[src/include/microcode_config.svh]
`ifndef MICROCODE_CONFIG_SVH
`define MICROCODE_CONFIG_SVH

// Address fields presented to the microcode ROM.
`define MC_OPCODE_W 6     // Opcode register width.
`define MC_STEP_W 5       // Micro-op counter width, up to 32 steps per program.

// Control word geometry.
`define MC_WORD_W 32      // Full control word.
`define MC_CTRL_DATA_W 8  // Constant data field in bits 7:0.

// Fixed register numbers used by the micro-programs.
`define MC_REG_PC 31      // r31 is the program counter.

`endif

[src/source/microcode_pkg.sv]
`include "microcode_config.svh"

package microcode_pkg;

  // Opcodes of the kept instructions, plus the two internal programs.
  typedef enum logic [`MC_OPCODE_W-1:0] {
    OP_RESET = 6'd0,  // Power-up program.
    OP_FETCH = 6'd1,  // Instruction fetch.
    OP_ADDU  = 6'd3,  // rD = rS + zeroext(I).
    OP_ADD3  = 6'd4,  // rD = rA + rB.
    OP_OR3   = 6'd6,  // rD = rA | rB.
    OP_BEQ   = 6'd8,  // Branch if rA == rB.
    OP_SLL   = 6'd10, // rD = rS << I.
    OP_BNE   = 6'd11, // Branch if rA != rB.
    OP_AND   = 6'd12, // rD = rS & zeroext(I).
    OP_XOR3  = 6'd13, // rD = rA ^ rB.
    OP_SRL   = 6'd14, // rD = rS >> I.
    OP_SLL3  = 6'd15  // rD = rA << rB.
  } opcode_e;

  typedef enum logic [1:0] {
    REG_SEL_OPWORD0,  // First register field of the opword.
    REG_SEL_OPWORD1,
    REG_SEL_OPWORD2,
    REG_SEL_CONTROL   // Register number comes from ctrl_data.
  } reg_sel_e;

  // Bus drivers.
  typedef enum logic [3:0] {
    OUT_NONE, OUT_REG, OUT_TMP0, OUT_TMP1, OUT_MMU, OUT_MLU, OUT_SHIFTER,
    OUT_TIMER, OUT_CTRL_DATA, OUT_OPWORD_IMMEDIATE
  } out_plane_e;

  // Bus loads; code 4 is unused.
  typedef enum logic [2:0] {
    IN_NONE   = 3'd0,
    IN_REG    = 3'd1,
    IN_TMP0   = 3'd2,
    IN_TMP1   = 3'd3,
    IN_OPWORD = 3'd5,
    IN_OPCODE = 3'd6  // Loads the sequencer opcode register.
  } in_plane_e;

  typedef enum logic [2:0] {
    MLU_ADD, MLU_SUB, MLU_AND, MLU_OR, MLU_XOR
  } mlu_op_e;

  typedef enum logic [1:0] {
    SHIFTER_LEFT, SHIFTER_RIGHT, SHIFTER_SIGNEXT16
  } shifter_plane_e;

  // Condition latched by the sequencer on the next edge.
  typedef enum logic [1:0] {
    COND_SEL_MLU_ZERO, COND_SEL_MLU_CARRY, COND_SEL_MLU_NEGATIVE, COND_SEL_INTERRUPT
  } cond_sel_e;

  typedef struct packed {
    logic [3:0]                  zero;          // Bits 31:28, always 0.
    cond_sel_e                   cond_var_sel;  // Bits 27:26.
    logic                        opcode_sel;    // 0 opword, 1 ctrl_data.
    logic                        shifter_arith;
    shifter_plane_e              shifter_plane;
    logic                        mlu_carry;
    mlu_op_e                     mlu_op;
    logic                        misc_plane;    // Resets the micro-op counter.
    in_plane_e                   in_plane;
    out_plane_e                  out_plane;
    reg_sel_e                    reg_sel;
    logic [`MC_CTRL_DATA_W-1:0]  ctrl_data;     // Bits 7:0.
  } control_word_t;

  // Last step of every program: load FETCH as the opcode and restart the counter.
  function automatic control_word_t go_fetch_word();
    control_word_t w;
    w            = '0;
    w.ctrl_data  = `MC_CTRL_DATA_W'(OP_FETCH);
    w.out_plane  = OUT_CTRL_DATA;
    w.in_plane   = IN_OPCODE;
    w.misc_plane = 1'b1;
    w.opcode_sel = 1'b1;  // Opcode taken from ctrl_data.
    return w;
  endfunction

endpackage

[src/source/microcode_bus_if.sv]
`timescale 1ns/1ps
`include "microcode_config.svh"

// Address fields and control word between sequencer and ROM.
interface microcode_bus_if;
  microcode_pkg::opcode_e        opcode;    // Current opcode register.
  logic [`MC_STEP_W-1:0]         step;      // Micro-op counter.
  logic                          cond_var;  // Latched condition bit.
  microcode_pkg::control_word_t  word;      // Decoded control word.

  modport seq (
    output opcode, step, cond_var,
    input  word
  );

  modport rom (
    input  opcode, step, cond_var,
    output word
  );
endinterface

[src/source/alu_sequence.sv]
`timescale 1ns/1ps
`include "microcode_config.svh"

module alu_sequence (
  input  microcode_pkg::opcode_e         opcode,
  input  logic [`MC_STEP_W-1:0]          step,
  output microcode_pkg::control_word_t   word,
  output logic                           hit
);

  logic                           imm_src;      // Second operand is the immediate.
  logic                           use_shifter;  // Result from the shifter, not the MLU.
  microcode_pkg::mlu_op_e         mlu_op;
  microcode_pkg::shifter_plane_e  shift_dir;

  // Per-opcode operation select.
  always_comb begin
    hit         = 1'b1;
    imm_src     = 1'b0;
    use_shifter = 1'b0;
    mlu_op      = microcode_pkg::MLU_ADD;
    shift_dir   = microcode_pkg::SHIFTER_LEFT;
    case (opcode)
      microcode_pkg::OP_ADDU: imm_src = 1'b1;
      microcode_pkg::OP_AND: begin
        imm_src = 1'b1;
        mlu_op  = microcode_pkg::MLU_AND;
      end
      microcode_pkg::OP_SLL: begin
        imm_src     = 1'b1;
        use_shifter = 1'b1;
      end
      microcode_pkg::OP_SRL: begin
        imm_src     = 1'b1;
        use_shifter = 1'b1;
        shift_dir   = microcode_pkg::SHIFTER_RIGHT;
      end
      microcode_pkg::OP_ADD3: mlu_op = microcode_pkg::MLU_ADD;
      microcode_pkg::OP_OR3:  mlu_op = microcode_pkg::MLU_OR;
      microcode_pkg::OP_XOR3: mlu_op = microcode_pkg::MLU_XOR;
      microcode_pkg::OP_SLL3: use_shifter = 1'b1;  // Shift amount from rB.
      default: hit = 1'b0;
    endcase
  end

  always_comb begin
    word = '0;
    if (hit) begin
      case (step)
        0: begin  // Source register into TMP0.
          word.reg_sel   = microcode_pkg::REG_SEL_OPWORD1;
          word.out_plane = microcode_pkg::OUT_REG;
          word.in_plane  = microcode_pkg::IN_TMP0;
        end
        1: begin  // Second operand into TMP1.
          if (imm_src) begin
            word.out_plane = microcode_pkg::OUT_OPWORD_IMMEDIATE;
          end else begin
            word.reg_sel   = microcode_pkg::REG_SEL_OPWORD2;
            word.out_plane = microcode_pkg::OUT_REG;
          end
          word.in_plane = microcode_pkg::IN_TMP1;
        end
        2: begin  // Result into rD.
          word.reg_sel  = microcode_pkg::REG_SEL_OPWORD0;
          word.in_plane = microcode_pkg::IN_REG;
          if (use_shifter) begin
            word.out_plane     = microcode_pkg::OUT_SHIFTER;
            word.shifter_plane = shift_dir;
          end else begin
            word.out_plane = microcode_pkg::OUT_MLU;
            word.mlu_op    = mlu_op;
          end
        end
        3: word = microcode_pkg::go_fetch_word();
        default: word = '0;
      endcase
    end
  end

endmodule

[src/source/branch_sequence.sv]
`timescale 1ns/1ps
`include "microcode_config.svh"

module branch_sequence (
  input  microcode_pkg::opcode_e         opcode,
  input  logic [`MC_STEP_W-1:0]          step,
  input  logic                           cond_var,  // Zero flag of the compare.
  output microcode_pkg::control_word_t   word,
  output logic                           hit
);

  logic taken;

  assign hit   = (opcode == microcode_pkg::OP_BEQ) || (opcode == microcode_pkg::OP_BNE);
  assign taken = (opcode == microcode_pkg::OP_BEQ) ? cond_var : !cond_var;  // BNE inverts.

  always_comb begin
    word = '0;
    if (hit) begin
      case (step)
        0: begin  // rA into TMP0.
          word.reg_sel   = microcode_pkg::REG_SEL_OPWORD0;
          word.out_plane = microcode_pkg::OUT_REG;
          word.in_plane  = microcode_pkg::IN_TMP0;
        end
        1: begin  // rB into TMP1.
          word.reg_sel   = microcode_pkg::REG_SEL_OPWORD1;
          word.out_plane = microcode_pkg::OUT_REG;
          word.in_plane  = microcode_pkg::IN_TMP1;
        end
        2: begin  // Compare, zero flag latched at the edge.
          word.mlu_op       = microcode_pkg::MLU_SUB;
          word.mlu_carry    = 1'b1;
          word.cond_var_sel = microcode_pkg::COND_SEL_MLU_ZERO;
        end
        3: begin
          if (taken) begin  // Offset into TMP0 ahead of the sign extend.
            word.out_plane = microcode_pkg::OUT_OPWORD_IMMEDIATE;
            word.in_plane  = microcode_pkg::IN_TMP0;
          end else begin
            word = microcode_pkg::go_fetch_word();
          end
        end
        4: begin  // Zero shift amount.
          word.out_plane = microcode_pkg::OUT_NONE;
          word.in_plane  = microcode_pkg::IN_TMP1;
        end
        5: begin  // Sign-extended offset into TMP1.
          word.shifter_plane = microcode_pkg::SHIFTER_SIGNEXT16;
          word.out_plane     = microcode_pkg::OUT_SHIFTER;
          word.in_plane      = microcode_pkg::IN_TMP1;
        end
        6: begin  // PC into TMP0.
          word.ctrl_data = `MC_CTRL_DATA_W'(`MC_REG_PC);
          word.reg_sel   = microcode_pkg::REG_SEL_CONTROL;
          word.out_plane = microcode_pkg::OUT_REG;
          word.in_plane  = microcode_pkg::IN_TMP0;
        end
        7: begin  // PC += offset.
          word.ctrl_data = `MC_CTRL_DATA_W'(`MC_REG_PC);
          word.reg_sel   = microcode_pkg::REG_SEL_CONTROL;
          word.out_plane = microcode_pkg::OUT_MLU;
          word.in_plane  = microcode_pkg::IN_REG;
          word.mlu_op    = microcode_pkg::MLU_ADD;
        end
        8: word = microcode_pkg::go_fetch_word();
        default: word = '0;
      endcase
    end
  end

endmodule

[src/source/microcode_rom.sv]
`timescale 1ns/1ps
`include "microcode_config.svh"

module microcode_rom (
  microcode_bus_if.rom bus
);

  microcode_pkg::control_word_t  alu_word;
  microcode_pkg::control_word_t  br_word;
  logic                          alu_hit;
  logic                          br_hit;

  alu_sequence u_alu (
    .opcode (bus.opcode),
    .step   (bus.step),
    .word   (alu_word),
    .hit    (alu_hit)
  );

  branch_sequence u_branch (
    .opcode   (bus.opcode),
    .step     (bus.step),
    .cond_var (bus.cond_var),
    .word     (br_word),
    .hit      (br_hit)
  );

  always_comb begin
    bus.word = '0;
    case (bus.opcode)
      microcode_pkg::OP_RESET: begin
        case (bus.step)
          0: begin  // Clear the program counter.
            bus.word.ctrl_data = `MC_CTRL_DATA_W'(`MC_REG_PC);
            bus.word.reg_sel   = microcode_pkg::REG_SEL_CONTROL;
            bus.word.out_plane = microcode_pkg::OUT_NONE;  // Bus floats to zero.
            bus.word.in_plane  = microcode_pkg::IN_REG;
          end
          1: bus.word = microcode_pkg::go_fetch_word();
          default: bus.word = '0;
        endcase
      end
      microcode_pkg::OP_FETCH: begin
        case (bus.step)
          0: begin  // PC into TMP0 as the memory address.
            bus.word.ctrl_data = `MC_CTRL_DATA_W'(`MC_REG_PC);
            bus.word.reg_sel   = microcode_pkg::REG_SEL_CONTROL;
            bus.word.out_plane = microcode_pkg::OUT_REG;
            bus.word.in_plane  = microcode_pkg::IN_TMP0;
          end
          1: begin  // Memory data into the opword.
            bus.word.out_plane = microcode_pkg::OUT_MMU;
            bus.word.in_plane  = microcode_pkg::IN_OPWORD;
          end
          2: begin  // Increment of one into TMP1.
            bus.word.ctrl_data = `MC_CTRL_DATA_W'(1);
            bus.word.reg_sel   = microcode_pkg::REG_SEL_CONTROL;
            bus.word.out_plane = microcode_pkg::OUT_CTRL_DATA;
            bus.word.in_plane  = microcode_pkg::IN_TMP1;
          end
          3: begin  // PC = TMP0 + TMP1.
            bus.word.ctrl_data = `MC_CTRL_DATA_W'(`MC_REG_PC);
            bus.word.reg_sel   = microcode_pkg::REG_SEL_CONTROL;
            bus.word.out_plane = microcode_pkg::OUT_MLU;
            bus.word.in_plane  = microcode_pkg::IN_REG;
            bus.word.mlu_op    = microcode_pkg::MLU_ADD;
          end
          4: begin  // Hand over to the fetched opcode.
            bus.word.in_plane   = microcode_pkg::IN_OPCODE;
            bus.word.misc_plane = 1'b1;
            bus.word.opcode_sel = 1'b0;  // Opcode from the opword.
          end
          default: bus.word = '0;
        endcase
      end
      default: begin
        if (alu_hit) begin
          bus.word = alu_word;
        end else if (br_hit) begin
          bus.word = br_word;
        end  // Unknown opcodes keep the all-zero word.
      end
    endcase
  end

endmodule

[src/source/microcode_unit.sv]
`timescale 1ns/1ps
`include "microcode_config.svh"

module microcode_unit (
  input  logic                     clk,
  input  logic                     arst_n,
  input  logic [`MC_OPCODE_W-1:0]  opword_opcode,  // Opcode field of the opword register.
  input  logic                     mlu_zero,
  input  logic                     mlu_carry_out,
  input  logic                     mlu_negative,
  input  logic                     interrupt,
  output logic [`MC_WORD_W-1:0]    control_word    // One word per micro-op step.
);

  microcode_bus_if bus ();

  // Opcode, step and condition registers.
  uop_sequencer u_seq (
    .clk           (clk),
    .arst_n        (arst_n),
    .opword_opcode (opword_opcode),
    .mlu_zero      (mlu_zero),
    .mlu_carry_out (mlu_carry_out),
    .mlu_negative  (mlu_negative),
    .interrupt     (interrupt),
    .bus           (bus.seq)
  );

  // Combinational decode of the current step.
  microcode_rom u_rom (
    .bus (bus.rom)
  );

  assign control_word = bus.word;

endmodule

[src/source/uop_sequencer.sv]
`timescale 1ns/1ps
`include "microcode_config.svh"

module uop_sequencer (
  input  logic                     clk,
  input  logic                     arst_n,
  input  logic [`MC_OPCODE_W-1:0]  opword_opcode,  // From the opword register.
  input  logic                     mlu_zero,
  input  logic                     mlu_carry_out,
  input  logic                     mlu_negative,
  input  logic                     interrupt,
  microcode_bus_if.seq             bus
);

  microcode_pkg::opcode_e  opcode_q;
  logic [`MC_STEP_W-1:0]   step_q;
  logic                    cond_q;
  microcode_pkg::opcode_e  next_opcode;
  logic                    cond_next;

  // Opcode source for the counter reset.
  always_comb begin
    if (bus.word.opcode_sel) begin
      next_opcode = microcode_pkg::opcode_e'(bus.word.ctrl_data[`MC_OPCODE_W-1:0]);
    end else begin
      next_opcode = microcode_pkg::opcode_e'(opword_opcode);
    end
  end

  // Condition picked by the current word.
  always_comb begin
    case (bus.word.cond_var_sel)
      microcode_pkg::COND_SEL_MLU_ZERO:     cond_next = mlu_zero;
      microcode_pkg::COND_SEL_MLU_CARRY:    cond_next = mlu_carry_out;
      microcode_pkg::COND_SEL_MLU_NEGATIVE: cond_next = mlu_negative;
      default:                              cond_next = interrupt;
    endcase
  end

  always_ff @(posedge clk or negedge arst_n) begin
    if (!arst_n) begin
      opcode_q <= microcode_pkg::OP_RESET;  // First word is the clear-r31 step.
      step_q   <= '0;
      cond_q   <= 1'b0;
    end else begin
      cond_q <= cond_next;  // Latched every cycle.
      if (bus.word.misc_plane) begin
        step_q   <= '0;  // Program done.
        opcode_q <= next_opcode;
      end else begin
        step_q <= step_q + 1'b1;  // Wraps on unknown opcodes.
      end
    end
  end

  assign bus.opcode   = opcode_q;
  assign bus.step     = step_q;
  assign bus.cond_var = cond_q;

endmodule

[config.mk]
export PLATFORM = sky130hd
export DESIGN_NAME = microcode_unit
export DESIGN_NICKNAME = d
export VERILOG_FILES = /design/src/source/microcode_pkg.sv /design/src/source/microcode_bus_if.sv /design/src/source/alu_sequence.sv /design/src/source/branch_sequence.sv /design/src/source/microcode_rom.sv /design/src/source/microcode_unit.sv /design/src/source/uop_sequencer.sv
export VERILOG_INCLUDE_DIRS = /design/src /design/src/include
export SDC_FILE = /design/constraint.sdc
export NUM_CORES = 1
export LEC_CHECK = 0
export BUFFER_PORTS_ARGS = -buffer_cell sky130_fd_sc_hd__buf_2
export CAP_MARGIN = 0
export CORE_UTILIZATION = 43
export CTS_CLUSTER_SIZE = 8
export DETAILED_ROUTE_END_ITERATION = 16
export GPL_TIMING_DRIVEN = 1
export PLACE_DENSITY = 0.69
export SLEW_MARGIN = 20
export SYNTH_ARGS = -nofsm -noshare
export SYNTH_HDL_FRONTEND = slang
export SYNTH_SLANG_ARGS = --single-unit
export TNS_END_PERCENT = 20
[constraint.sdc]
create_clock -name clk -period 4.17 [get_ports clk]
set_input_delay 0.2085 -clock clk [delete_from_list [all_inputs] [get_ports clk]]
set_output_delay 0.2085 -clock clk [all_outputs]
set_load 0.02 [all_outputs]
==> qor.txt, run 1 <==
Final Max Tran Viols = 0
Diode count = 0
DP Area = 0.001446 mm^2
Synth top area share = 21.84%
CP required = 3.96 ns
Peak supply drop = 143.3 uV
Synth area leader = dfrtp_1
Hold WC Path Type = input pin to register
Final Cell Area = 0.001479 mm^2
Synthesized area = 0.001375 mm^2
Status = finished, final reports clean
Core outline area = 0.003053 mm^2
RSZ-0062 raised after global routing = no
Synth Warn # = 0
Clock Sinks = 12
Final Skew = 0.003245 ns
Latest clock arrival within the worst-skew pair = 0.27 ns
Drt wl/cell = 13.34 um
Synth Area in Simple Gates = 28.03%
Vias in the first global route = 1,085
Number of instances in the synthesized netlist = 186
Largest family of logic cells by synthesized area = simple AND/OR/NAND/NOR gates
Chip height = 58.55 um
Fin. Hold Viols = 0
Sequential area share after synthesis = 21.84%
DRT antenna net count = 0
Final setup TNS = 0 ns
Leakage power = 0.6981 nW
Int Power = 0.1538 mW
Count leader, synth = a21oi_1
Longest Clk Path Bufs = 2
Unique masters post-synth = 51
# setup viols final = 0
Fmax = 0.3379 GHz
Vias per inst = 5.580
Combinational Power Share = 7.5%
Initial core utilization = 45.04%
Sw Pwr = 0.04538 mW
Die area = 0.003428 mm^2
Die Span X = 58.55 um
Vias = 1,356
Drt total wl = 3242 um
Clock Power Share = 33.6%
First-pass GRT wire length = 5037 um
Pwr dens = 134.7 mW/mm^2
Tot Pwr = 0.1992 mW
H-tree levels = 1
Slew @ Worst Pin = 0.7492 ns
Startpoint Class = register
Final Cycle Share = 70.96%
Clock Tree Root = clkbuf_4
Async SR Flop Fraction = 100.0%
Pre-Repair DR Iteration Count = 4
Clock transition at path regs = 0.07 ns
DP Wirelength = 2359 um
Finished Core Util = 48.44%
DRC Markers = 0
Slew margin rel. = 49.87%
Synth Area in Adders = 3.640%
Inserted Clock Buffers = 3
Crit path capture type = output pin
Area added between synthesis and finish = 7.552%
Initial antenna violation count = 0
Largest net degree at the start of global routing = 21
CTS tree = built
Setup Crit Path Kind = register to output pin
GRT Util Overall = 18.95%
Crit-path max FO = 14
EDFF count, synth = 0
Compound-Gate Fraction of Synth Area = 25.66%
Period minus WS final = 2.959 ns
Post-Synth XOR/XNOR Area = 3.822%
Site Rows = 20
Area contributors post-synth = dfrtp_1 22%, buf_4 7.6%, a21oi_1 5.5%
Total congestion overflow = 0
Yosys reg bits = 12
IO buf count = 30
Initial DRC Count = 47
Hold_ws = 0.04712 ns
Nets = 217
Gpl congestion = 0.8602
Sequential power share = 58.9%
Mean area per synthesized cell = 7.393 um^2
Switch share = 22.78%
Layout cells sized above 1 = 23.12%
Top cells by count, synth = 15 x a21oi_1, 14 x buf_4, 14 x nand2_1, 13 x nor2_1
Mux share of post-synthesis cell area = 2.184%
Max cap viols = 0
Synth Flop Type = dfrtp_1
I/O pins = 44
Worst Path Arrival = 2.75 ns
Total setup buffers inserted after CTS = 0
-- worst paths after layout --
kind	endpoint	startpoint	slack (ns)	cells past startpoint
worst max-delay path	control_word[25]	u_seq.bus.opcode[2]$_DFFE_PN0P_	1.21	6
worst min-delay path	u_seq.bus.cond_var$_DFF_PN0_	mlu_zero	0.05	1
worst max register to register	u_seq.bus.step[3]$_DFF_PN0_	u_seq.bus.opcode[2]$_DFFE_PN0P_	1.64	6
worst min register to register	u_seq.bus.opcode[5]$_DFFE_PN0P_	u_seq.bus.opcode[5]$_DFFE_PN0P_	0.48	1
max in group asynchronous	u_seq.bus.step[1]$_DFF_PN0_	arst_n	3.61	2
min in group asynchronous	u_seq.bus.opcode[2]$_DFFE_PN0P_	arst_n	0.34	2
-- routing by layer --
metal	GRT usage (%)	share of wire (%)
met3	0.6593	4.1
met5	0	0
met2	27.26	47
met1	28.47	48
met4	10.54	0.71
-- what timing repair did --
item,in CTS,in global routing
endpoints found under the hold margin,12,0
resized for setup,0,0
hold buffers,1,0
-- cell families (layout without fill, tap and decap cells) --
kind of cell               count (synthesis)  count (layout)
other                                      1              10
muxes                                      3               3
DFF                                       12              12
xor gates and xnor gates                   6               6
and+or+nand+nor                           69              69
AOI/OAI and AO/OA                         53              53
adders and majority gates                  4               4
buffers and inverters                     38              42
-- layout make-up --
class,instances,area (um^2)
clock buffer,3,22.52
tap,44,55.05
fill,326,1574
timing repair buffer,31,160.2
multi-input combinational,145,908.4
inverter,8,32.53
sequential,12,300.3
-- sequential cells by signal (all words and copies together) (netlist names) --
signal / cells
u_seq.bus.opcode: 6
u_seq.bus.cond_var: 1
u_seq.bus.step: 5
-- through the flow --
stage | cells | setup WS (ns)
final | 243 | 1.211
after global routing | 243 | 1.106
after CTS | 243 | 1.235
after detailed placement | 239 | 1.552
after global placement | 239 | 1.554
after floorplan | 195 | 2.020
-- power by group through the flow --
stage / clock network, mW / logic (mW) / registers [mW]
6_report: 0.0670 / 0.0149 / 0.117
5_1_grt: 0.0742 / 0.0167 / 0.117
4_1_cts: 0.0724 / 0.0151 / 0.117
3_5_place_dp: 0 / 0.0143 / 0.119
3_3_place_gp: 0 / 0.0143 / 0.119
2_1_floorplan: 0 / 0.0156 / 0.119
-- cells in the final DEF, fill, tap and decap left out, types with 2 or more instances in the layout --
cell	synthesis	final
buf_2	2	30
a21oi_1	15	15
nand2_1	14	14
nor2_1	13	13
dfrtp_1	12	12
conb_1	1	10
o21ai_0	9	9
nand3_1	8	8
nor3_1	7	7
inv_1	7	7
nor3_2	5	5
a31oi_1	5	5
or3_1	4	4
nor4_1	4	4
ha_1	4	4
xor2_1	3	3
o221ai_1	3	3
nand2b_1	3	3
mux2i_1	3	3
xnor2_1	3	3
a21o_1	3	3
clkbuf_4	0	3
or2_2	2	2
and3_1	2	2
o22ai_1	2	2
-- critical path, cell delays in order (launching register included) --
cell and delay (ns):
dfrtp_1 0.51, or4b_1 0.72, nor2_1 0.44, o211ai_2 0.19, and3_1 0.31, inv_4 0.13, buf_2 0.17
(Power assumes the default switching activity.)
==> run 2: changes to the inputs <==
==> constraint.sdc (replaced) <==
create_clock -name clk -period 2.85 [get_ports clk]
set_input_delay 0.1425 -clock clk [delete_from_list [all_inputs] [get_ports clk]]
set_output_delay 0.1425 -clock clk [all_outputs]
set_load 0.02 [all_outputs]
==> qor.txt, run 2 (synthesis gave the netlist of run 1 again) <==
Gpl congestion = 0.8549 (was 0.8602)
Max cap viols = 0 (unchanged)
# setup viols final = 0 (unchanged)
Worst hold endpoint = u_seq.bus.opcode[5]$_DFFE_PN0P_ (was u_seq.bus.cond_var$_DFF_PN0_)
Layout cells sized above 1 = 27.70% (was 23.12%)
Clock Tree Root = clkbuf_4 (unchanged)
Reg2Reg Capture Point = u_seq.bus.step[3]$_DFF_PN0_ (unchanged)
Crit path from = u_seq.bus.opcode[5]$_DFFE_PN0P_ (was u_seq.bus.opcode[2]$_DFFE_PN0P_)
Commonest non-fill, non-tap cell in the layout = buf_2 (unchanged)
Chip height = 58.55 um (unchanged)
H-tree levels = 1 (unchanged)
Final Max Tran Viols = 0 (unchanged)
Site Rows = 20 (unchanged)
Crit path capture type = output pin (unchanged)
RSZ-0062 raised after global routing = no (unchanged)
Core outline area = 0.003053 mm^2 (unchanged)
DRT antenna net count = 0 (unchanged)
Total setup buffers inserted after CTS = 0 (unchanged)
R2R setup slack = 0.49 ns (was 1.64 ns)
Setup Crit Path Kind = register to output pin (unchanged)
Final Skew = 0.003402 ns (was 0.003245 ns)
Worst Path Arrival = 2.55 ns (was 2.75 ns)
Largest register FFs = 6 (unchanged)
Clock transition at path regs = 0.07 ns (about the same)
Vias per inst = 5.572 (was 5.580)
Nets = 230 (was 217)
Cells on worst reg2reg path = 6 (unchanged)
Hold WC Path Type = input pin to register (unchanged)
Clock Sinks = 12 (unchanged)
Diode count = 0 (unchanged)
DP Area = 0.001536 mm^2 (was 0.001446 mm^2)
Clock Power Share = 40.0% (was 33.6%)
Vias = 1,432 (was 1,356)
Inserted Clock Buffers = 3 (unchanged)
Peak supply drop = 314.0 uV (was 143.3 uV)
Commonest cells after routing, fill and taps aside = 30 x buf_2, 15 x a21oi_1, 14 x nand2_1, 13 x nor2_1 (was 30 x buf_2, 15 x a21oi_1, 14 x nand2_1, 13 x nor2_1, 12 x dfrtp_1)
Hold_ws = 0.07603 ns (was 0.04712 ns)
Tot Pwr = 0.3240 mW (was 0.1992 mW)
First-pass GRT wire length = 5478 um (was 5037 um)
Die area = 0.003428 mm^2 (unchanged)
Fmax = 0.3717 GHz
Die Span X = 58.55 um (unchanged)
Crit-path max FO = 8 (was 14)
Status = finished, final reports clean (unchanged)
CTS tree = built (unchanged)
Total congestion overflow = 0 (unchanged)
Initial DRC Count = 42 (was 47)
Fill count = 323 (was 326)
Latest clock arrival within the worst-skew pair = 0.26 ns (was 0.27 ns)
Final Cycle Share = 94.39%
Pwr dens = 203.4 mW/mm^2 (was 134.7 mW/mm^2)
Hold Path Depth = 2 (was 1)
Sequential power share = 52.9% (was 58.9%)
Switch share = 21.45% (was 22.78%)
I/O pins = 44 (unchanged)
Vias in the first global route = 1,217 (was 1,085)
Sw Pwr = 0.06950 mW (was 0.04538 mW)
Drt wl/cell = 12.93 um (was 13.34 um)
Initial antenna violation count = 0 (unchanged)
Drt total wl = 3323 um (was 3242 um)
Combinational Power Share = 7.1% (was 7.5%)
Largest net degree at the start of global routing = 17 (was 21)
Launch point of the worst reg-to-reg path = u_seq.bus.opcode[5]$_DFFE_PN0P_ (was u_seq.bus.opcode[2]$_DFFE_PN0P_)
Initial core utilization = 45.04% (unchanged)
GRT Util Overall = 20.49% (was 18.95%)
Final setup TNS = 0 ns (unchanged)
Finished Core Util = 52.17% (was 48.44%)
CP required = 2.71 ns (was 3.96 ns)
Longest Clk Path Bufs = 2 (unchanged)
Fin. Hold Viols = 0 (unchanged)
DRC Markers = 0 (unchanged)
IO buf count = 30 (unchanged)
Area added between synthesis and finish = 15.83% (was 7.552%)
Period minus WS final = 2.690 ns
Final Cell Area = 0.001593 mm^2 (was 0.001479 mm^2)
Pre-Repair DR Iteration Count = 4 (unchanged)
Leakage power = 0.7685 nW (was 0.6981 nW)
Hold Startpoint = opword_opcode[5] (was mlu_zero)
Int Power = 0.2545 mW (was 0.1538 mW)
DP Wirelength = 2495 um (was 2359 um)
Startpoint Class = register (unchanged)
run 2: power groups by stage:
stage	Combinational [mW]	Sequential (mW)	Clock (mW)
2_1_floorplan	0.0229	0.175	0
3_3_place_gp	0.0208	0.175	0
3_5_place_dp	0.0211	0.175	0
4_1_cts	0.0232	0.171	0.134
5_1_grt	0.0258	0.171	0.143
6_report	0.0229	0.171	0.130
run 2: per-layer routing:
layer | GRT usage [%] | up-vias | share of wire, %
met2 | 32.84 | 60 | 47
met3 | 1.538 | 4 | 5.0
met1 | 28.73 | 652 | 47
met5 | 0 | - | 0
met4 | 8.163 | 0 | 0.96
li1 | - | 716 | -
run 2: worst max-delay path, stage by stage (launching register included):
cell and delay [ns]:
dfrtp_1 0.40, or4b_1 0.67, o31a_1 0.32, o211ai_2 0.20, and3_1 0.42, inv_4 0.09
buf_2 0.17
run 2: repair_timing:
item,CTS,global route
hold endpoints to repair,13,0
hold buffers,2,0
resized for setup,0,0
run 2: through the flow:
step                setup slack, ns  cells
CTS                          0.1780    257
finish                       0.1600    257
detailed placement           0.4830    251
global route                0.02497    257
global placement             0.4886    251
floorplan                    0.7662    195
run 2: how the worst max path moves through the flow:
| stage | slack [ns] | to |
|---|---|---|
| 2_1_floorplan | 0.77 | control_word[17] |
| 3_3_place_gp | 0.49 | control_word[25] |
| 4_1_cts | 0.18 | control_word[25] |
| 3_5_place_dp | 0.48 | control_word[25] |
| 6_report | 0.16 | control_word[25] |
| 5_1_grt | 0.02 | control_word[17] |
run 2: final cells by class:
cell class                      instances  area (um^2)  area share, %
Timing Repair Buffer                   44        260.3          16.34
Multi-Input combinational cell        145        908.4          57.03
Sequential cell                        12        300.3          18.85
Clock buffer                            4        36.28          2.278
Tap cell                               44        55.05          3.456
Inverter                                8        32.53          2.042
